**src/design/addr_pkg.sv**
```systemverilog
`default_nettype none

package addr_pkg;

    // one bus byte for address or data
    typedef logic [7:0] byte_t;

    // full cpu address bus
    typedef logic [15:0] addr_t;

    // base select for both address halves
    typedef enum logic [1:0] {
        BASE_PC  = 2'b00,   // program counter for pc restore
        BASE_REG = 2'b01,   // register pair for stack / zero page / vector
        BASE_AB  = 2'b10    // current address for branch or stay
    } base_sel_t;           // 2'b11 unused and decoded as BASE_AB

    // offset select, added on top of the base
    typedef enum logic [1:0] {
        OFS_NONE = 2'b00,   // base + 0 + ci
        OFS_STAY = 2'b01,   // base + 0 + ci like none
        OFS_DB   = 2'b10,   // low byte gets data bus added
        OFS_AH   = 2'b11    // both bytes get the hold registers added
    } ofs_sel_t;

    // table of useful combinations
    //   PC  + NONE   pc restore
    //   REG + STAY   stack access or vector pull
    //   AB  + DB     taken branch
    //   AB  + STAY   stay or step to next address
    //   REG + DB     zero page + index
    //   REG + AH     absolute + index

endpackage

`default_nettype wire
```
**src/design/addr_gen_top.sv**
```systemverilog
`timescale 1ns/1ps
`default_nettype none

module addr_gen_top
    import addr_pkg::*;
#(
    parameter addr_t RESET_PC = 16'h0000        // pc after reset
) (
    input  wire logic      clk,
    input  wire logic      rst_n,
    // command channel
    input  wire logic      cmd_valid,
    output logic           cmd_ready,
    input  wire base_sel_t base_sel,
    input  wire ofs_sel_t  ofs_sel,
    input  wire logic      ci,
    input  wire byte_t     db,
    input  wire byte_t     reg_lo,
    input  wire byte_t     reg_hi,
    input  wire logic      ld_ahl,
    input  wire logic      ld_ahh,
    input  wire logic      ld_pc,
    input  wire logic      inc_pc,
    // address channel
    output logic           addr_valid,
    input  wire logic      addr_ready,
    output addr_t          addr,
    output logic           page_cross
);

    logic  take;                                // accept strobe to all units
    byte_t sum_lo;
    logic  co_lo;
    logic  pcl_co;
    byte_t hi_nc;
    byte_t hi_c;
    byte_t ab_lo;                               // address register feedback
    byte_t ab_hi;

    // single slot is free when empty or draining this cycle
    assign cmd_ready = !addr_valid || addr_ready;
    assign take      = cmd_valid && cmd_ready;

    abl_unit #(
        .RESET_PCL (RESET_PC[7:0])
    ) u_abl (
        .clk      (clk),
        .rst_n    (rst_n),
        .take     (take),
        .base_sel (base_sel),
        .ofs_sel  (ofs_sel),
        .ci       (ci),
        .db       (db),
        .reg_lo   (reg_lo),
        .ab_lo    (ab_lo),
        .ld_ahl   (ld_ahl),
        .ld_pc    (ld_pc),
        .inc_pc   (inc_pc),
        .sum_lo   (sum_lo),
        .co_lo    (co_lo),
        .pcl_co   (pcl_co)
    );

    abh_unit #(
        .RESET_PCH (RESET_PC[15:8])
    ) u_abh (
        .clk      (clk),
        .rst_n    (rst_n),
        .take     (take),
        .base_sel (base_sel),
        .ofs_sel  (ofs_sel),
        .db       (db),
        .reg_hi   (reg_hi),
        .ab_hi    (ab_hi),
        .ld_ahh   (ld_ahh),
        .ld_pc    (ld_pc),
        .pcl_co   (pcl_co),
        .hi_nc    (hi_nc),
        .hi_c     (hi_c)
    );

    addr_combine u_comb (
        .clk        (clk),
        .rst_n      (rst_n),
        .take       (take),
        .sum_lo     (sum_lo),
        .co_lo      (co_lo),
        .hi_nc      (hi_nc),
        .hi_c       (hi_c),
        .addr_ready (addr_ready),
        .ab_lo      (ab_lo),
        .ab_hi      (ab_hi),
        .addr       (addr),
        .addr_valid (addr_valid),
        .page_cross (page_cross)
    );

endmodule

`default_nettype wire

```
**src/design/addr_combine.sv**
```systemverilog
`timescale 1ns/1ps
`default_nettype none

module addr_combine
    import addr_pkg::*;
(
    input  wire logic  clk,
    input  wire logic  rst_n,
    input  wire logic  take,                    // load a new address
    input  wire byte_t sum_lo,                  // low byte from abl_unit
    input  wire logic  co_lo,                   // low byte carry
    input  wire byte_t hi_nc,                   // high candidate without carry
    input  wire byte_t hi_c,                    // high candidate with carry
    input  wire logic  addr_ready,              // sink accepts addr
    output byte_t      ab_lo,                   // feedback for BASE_AB and pc
    output byte_t      ab_hi,
    output addr_t      addr,                    // registered address bus
    output logic       addr_valid,
    output logic       page_cross               // low byte carried into high
);

    byte_t hi_sel;                              // chosen high byte
    addr_t ab_q;                                // address register
    logic  pc_q;                                // page cross flag
    logic  vld_q;                               // output holds a live address

    // late select on the low carry
    assign hi_sel = co_lo ? hi_c : hi_nc;

    // address register only moves on an accepted command
    // stall holds it because take is low then
    always_ff @(posedge clk or negedge rst_n) begin
        if (!rst_n) begin
            ab_q <= '0;
            pc_q <= 1'b0;
        end else if (take) begin
            ab_q <= {hi_sel, sum_lo};
            pc_q <= co_lo;
        end
    end

    // valid flag of the output stage
    always_ff @(posedge clk or negedge rst_n) begin
        if (!rst_n) begin
            vld_q <= 1'b0;
        end else if (take) begin
            vld_q <= 1'b1;                      // new address whether consumed or not
        end else if (addr_ready) begin
            vld_q <= 1'b0;                      // consumed with nothing behind it
        end
    end

    // outputs straight from flops
    assign addr       = ab_q;
    assign page_cross = pc_q;
    assign addr_valid = vld_q;

    // byte split back to the two units
    assign ab_lo = ab_q[7:0];
    assign ab_hi = ab_q[15:8];

endmodule

`default_nettype wire

```
**src/design/abh_unit.sv**
```systemverilog
`timescale 1ns/1ps
`default_nettype none

module abh_unit
    import addr_pkg::*;
#(
    parameter byte_t RESET_PCH = 8'h00          // pc high byte after reset
) (
    input  wire logic      clk,
    input  wire logic      rst_n,
    input  wire logic      take,                // command accepted this cycle
    input  wire base_sel_t base_sel,
    input  wire ofs_sel_t  ofs_sel,
    input  wire byte_t     db,                  // data bus byte
    input  wire byte_t     reg_hi,              // register high for stack or zero page
    input  wire byte_t     ab_hi,               // registered address high
    input  wire logic      ld_ahh,
    input  wire logic      ld_pc,
    input  wire logic      pcl_co,              // carry from pc low increment
    output byte_t          hi_nc,               // high sum without carry in
    output byte_t          hi_c                 // high sum with carry in
);

    byte_t pch;                                 // program counter high
    byte_t ahh;                                 // address hold high
    byte_t base_hi;                             // selected base
    byte_t ofs_hi;                              // AHH or zero

    // base select mirrors the low half
    always_comb begin
        case (base_sel)
            BASE_PC:  base_hi = pch;
            BASE_REG: base_hi = reg_hi;
            default:  base_hi = ab_hi;          // BASE_AB and spare code
        endcase
    end

    // only absolute mode has a high offset
    // db is a low byte offset so the high half sees zero
    always_comb begin
        if (ofs_sel == OFS_AH) begin
            ofs_hi = ahh;                       // value before this command
        end else begin
            ofs_hi = '0;
        end
    end

    // both carry select candidates in parallel with the low adder
    assign hi_nc = base_hi + ofs_hi;
    assign hi_c  = base_hi + ofs_hi + 8'h01;    // wraps mod 256

    // AHH captures db as the second operand byte
    always_ff @(posedge clk or negedge rst_n) begin
        if (!rst_n) begin
            ahh <= '0;
        end else if (take && ld_ahh) begin
            ahh <= db;
        end
    end

    // PCH follows old address high plus low increment carry
    always_ff @(posedge clk or negedge rst_n) begin
        if (!rst_n) begin
            pch <= RESET_PCH;
        end else if (take && ld_pc) begin
            pch <= ab_hi + {7'h00, pcl_co};
        end
    end

endmodule

`default_nettype wire

```
**src/design/abl_unit.sv**
```systemverilog
`timescale 1ns/1ps
`default_nettype none

module abl_unit
    import addr_pkg::*;
#(
    parameter byte_t RESET_PCL = 8'h00          // pc low byte after reset
) (
    input  wire logic      clk,
    input  wire logic      rst_n,
    input  wire logic      take,                // command accepted this cycle
    input  wire base_sel_t base_sel,
    input  wire ofs_sel_t  ofs_sel,
    input  wire logic      ci,                  // carry into low byte
    input  wire byte_t     db,                  // data bus byte
    input  wire byte_t     reg_lo,              // register pair low
    input  wire byte_t     ab_lo,               // registered address low
    input  wire logic      ld_ahl,
    input  wire logic      ld_pc,
    input  wire logic      inc_pc,
    output byte_t          sum_lo,              // unregistered low address
    output logic           co_lo,               // carry into high byte
    output logic           pcl_co               // carry out of pc low increment
);

    byte_t      pcl;                            // program counter low
    byte_t      ahl;                            // address hold low
    byte_t      base_lo;                        // selected base
    byte_t      ofs_lo;                         // selected offset
    logic [8:0] pcl_next;                       // pc increment incl carry

    // base select
    always_comb begin
        case (base_sel)
            BASE_PC:  base_lo = pcl;
            BASE_REG: base_lo = reg_lo;
            default:  base_lo = ab_lo;          // BASE_AB and spare code
        endcase
    end

    // offset select
    always_comb begin
        case (ofs_sel)
            OFS_DB:  ofs_lo = db;
            OFS_AH:  ofs_lo = ahl;              // old hold value as it loads on the same edge
            default: ofs_lo = '0;               // none / stay
        endcase
    end

    // 9 bit add with the page carry on top
    assign {co_lo, sum_lo} = {1'b0, base_lo} + {1'b0, ofs_lo} + {8'h00, ci};

    // pc low built from the address held before this command
    assign pcl_next = {1'b0, ab_lo} + {8'h00, inc_pc};
    assign pcl_co   = pcl_next[8];              // feeds pch

    // AHL captures db for absolute modes
    always_ff @(posedge clk or negedge rst_n) begin
        if (!rst_n) begin
            ahl <= '0;
        end else if (take && ld_ahl) begin
            ahl <= db;
        end
    end

    // PCL load
    always_ff @(posedge clk or negedge rst_n) begin
        if (!rst_n) begin
            pcl <= RESET_PCL;
        end else if (take && ld_pc) begin
            pcl <= pcl_next[7:0];               // carry goes to pch instead
        end
    end

endmodule

`default_nettype wire

```
**config.mk**
```make
export PLATFORM = sky130hd
export DESIGN_NAME = addr_gen_top
export DESIGN_NICKNAME = d
export VERILOG_FILES = /design/src/design/addr_pkg.sv /design/src/design/addr_gen_top.sv /design/src/design/addr_combine.sv /design/src/design/abh_unit.sv /design/src/design/abl_unit.sv
export SDC_FILE = /design/constraint.sdc
export NUM_CORES = 1
export LEC_CHECK = 0
export BUFFER_PORTS_ARGS = -buffer_cell sky130_fd_sc_hd__buf_4
export CAP_MARGIN = 20
export CORE_ASPECT_RATIO = 0.9
export CORE_MARGIN = 10
export CORE_UTILIZATION = 30
export DETAILED_ROUTE_END_ITERATION = 7
export GPL_TIMING_DRIVEN = 0
export SYNTH_ARGS = -nofsm -noshare
export SYNTH_HDL_FRONTEND = slang
export SYNTH_SLANG_ARGS = --single-unit
export TNS_END_PERCENT = 1
```
**constraint.sdc**
```tcl
create_clock -name clk -period 2.6 [get_ports clk]
set_clock_uncertainty 0.05 [all_clocks]
set_input_delay 0.26 -clock clk [delete_from_list [all_inputs] [get_ports clk]]
set_output_delay 0.26 -clock clk [all_outputs]
set_load 0.02 [all_outputs]
```
==> results.toml <==
[outcome]
status = "finished with violations"
violations = "negative setup slack"

[drt]
drt-vias-per-instance = 4.78
drt_first_pass_iters = 6
drt-initial-drc-count = 237
ant_nets = 0
vias = 2779
drt_wl_total_um = 9120
wire_per_inst_um = 15.7
drc = 0

[setup_path]
r2r_start = "u_comb.addr[13]"
path_buf_inv = 1
crit_slowest_cell = "or4_1"
cp-end-kind = "register"
path_class = "register to register"
cp_num_cells = 9
r2r_end = "u_comb.addr[15]"
cp_slowest_stage_delay_ns = 0.57
required_ns = 2.77
regToRegSetupSlack_ns = -0.01
crit_path_max_fanout = 6
start_kind = "register"
reg2reg_depth = 9
path_cells = "nand2_1 > o21ai_0 > ha_1 > inv_1 > or4_1 > o311ai_4 > nand4_2 > or3_1 > nand4_1"
critical-path-top-delay-family = "simple AND/OR/NAND/NOR gates"
crit_arrival_ns = 2.78

[floorplanning]
die_h_um = 121
row_count = 36
die_area_um2 = 16000
core_um2 = 10900
start_util = 0.311
die_width_um = 132
pin_count = 56

[global_routing]
met3_usage = 0.0273
antenna_found_initial = 0
grt_overflow = 0
met1_usage = 0.155
grt_pass1_wl_um = 14900
grt_max_degree = 51
busiest_layer = "met2"
grt_pass1_vias = 2855
gr-usage-met2 = 0.178
grt_usage = 0.113

[final_layout]
nNetsFinal = 487
final_area_um2 = 4310
fin_cells = 581
syn2layout_area_growth_pct = 26.4
fin_util = 0.393
diodes = 0
final_layout_size_suffix_gt1_frac = 0.270

[clock_network]
cts_tree = "done"
worst_skew_pair.late_latency_ns = 0.28
htreeDepth = 2
cts-root-buf = "clkbuf_16"
clk_path_buf_depth = 2
cts_inserted_buffers = 5
clkTransAtPathRegs_ns = 0.07
cts_num_sinks = 50

[pwr]
leakage_nw = 1.96
p_per_area_nw_per_um2 = 845
ir_worst_vdd_v = 0.000312

[placement]
dpl.cell_count = 567
dp_hpwl_um = 7320
portBuffers = 53
dp_slack_ns = -0.446
gp_routability_congestion = 0.818
post_dp_cell_area_um2 = 4050

[sta]
slew_headroom = 0.565
clock.fmax_mhz = 383
fin_ws_ns = -0.0104
finalCriticalPeriod_ns = 2.61
rsz0062_at_grt = "yes"
setup_viol = 1
period_share = 1.00
final-hold-violation-count = 0
tightest_slew_ns = 0.653
slew_violations = 0

[synth]
syn_area_um2 = 3410
yosysUniqueCellTypes = 49
synthArstFlopShare = 1.00
synth-warning-count = 0
syn_nets = 421
syn_area_per_cell_um2 = 9.41
ys_seq_area_frac = 0.367
syn_inst = 362
synth_edf_count = 0
synth_ff_type = "dfrtp_1"
ys_ff_latch = 50

[run]
cap_viol_max_count = 0

[min_path]
worstHoldStart = "cmd_valid"
hold_class = "input pin to register"
min_path_cells = 2
hold_end = "u_comb.addr_valid"
==> worst register-to-register path, cell delays in order (launching register included) <==
cell and delay [ns]:
dfrtp_1 0.46, nand2_1 0.10, o21ai_0 0.15, ha_1 0.42, inv_1 0.11, or4_1 0.57, o311ai_4 0.12, nand4_2 0.17
or3_1 0.33, nand4_1 0.08
==> layout make-up <==
class,count,area [um^2]
repair buffers,59,445
flip-flops and latches,50,1250
plain buffers,14,92.6
clock inverters,2,13.8
clock buffers,6,129
multi-input cells,294,2170
inverters,4,15.0
fillers,1093,6640
well taps,152,190
==> repair_timing <==
| item | in CTS | in global routing |
|---|---|---|
| endpoints found under the setup margin | 4 | 10 |
| endpoints found under the hold margin | 50 | 0 |
| pin swaps | 6 | 5 |
| buffers inserted | 3 | 2 |
| hold buffers | 1 | 0 |
| resized for setup | 14 | 9 |
==> per-layer routing <==
| metal | routed length, um | share of wire |
|---|---|---|
| met5 | 0 | 0 |
| met3 | 442 | 0.048 |
| met2 | 4060 | 0.45 |
| met1 | 4570 | 0.50 |
| met4 | 51 | 0.0056 |
==> registers in the layout, summed over array words and instances, names as in the netlist <==
signal / cells
u_abl.ahl: 8
u_abh.pch: 8
u_abh.ahh: 8
u_comb.addr: 16
u_comb.page_cross: 1
u_abl.pcl: 8
u_comb.addr_valid: 1
==> logic make-up after synthesis <==
kind of cell / Yosys count / share of synthesized area
AOI/OAI and AO/OA: 69 / 0.130
buffers and inverters: 18 / 0.0202
and+or+nand+nor: 131 / 0.185
adders and majority gates: 22 / 0.0874
xor gates and xnor gates: 24 / 0.0617
DFF: 50 / 0.367
muxes: 48 / 0.149
==> Yosys cell counts (all sizes together), types with 2 or more instances <==
cell      n  area (um^2)
nand3    12         60.1
nand4     3         25.0
xor2     12          105
a2111oi   3         26.3
o21ai    42          210
ha       19          238
and3      9         56.3
nor2     19         73.8
nor2b     8         50.1
mux2i    26          260
a211oi    3         32.5
nand2    63          236
a21o      2         15.0
inv       4         15.0
nand2b    4         25.0
o21ba     3         30.0
a21oi     6         30.0
xnor2    12          105
mux2     22          248
dfrtp    50         1250
fa        3         60.1
or3       2         12.5
or2       2         12.5
buf       4         16.3
clkbuf   10         37.5
==> power breakdown <==
group | internal [mW] | switching, mW
registers | 1.04 | 0.275
logic | 0.780 | 0.890
clock network | 0.358 | 0.293
total | 2.18 | 1.46
==> worst max path at each step <==
stage	start	endpoint	slack [ns]
after floorplan	base_sel[0]	u_comb.addr[15]	-0.11
after global placement	base_sel[0]	u_comb.addr[14]	-0.39
after detailed placement	base_sel[1]	u_comb.addr[15]	-0.45
after CTS	u_abh.pch[4]	u_comb.addr[15]	-0.04
after global routing	u_abl.pcl[0]	u_comb.addr[15]	-0.17
final	u_comb.addr[13]	u_comb.addr[15]	-0.01
==> placed cells by master, fill, tap and decap left out, drive strengths merged, types with 6 or more instances in the layout <==
cell,netlist,layout
a21oi,6,6
and3,9,9
buf,4,62
clkbuf,10,16
dfrtp,50,50
ha,19,19
mux2,22,22
mux2i,26,26
nand2,63,63
nand3,12,12
nor2,19,19
nor2b,8,8
o21ai,42,42
xnor2,12,12
xor2,12,12
==> through the flow <==
| stage | power (mW) | hold WS [ns] | TNS [ns] |
|---|---|---|---|
| floorplan | 2.33 | -0.0856 | -0.124 |
| global placement | 2.84 | 0.280 | -2.26 |
| detailed placement | 2.90 | 0.281 | -2.90 |
| CTS | 3.63 | 0.153 | -0.0360 |
| global route | 3.92 | 0.149 | -0.930 |
| finish | 3.64 | 0.147 | -0.0104 |
(Power assumes the default switching activity.)
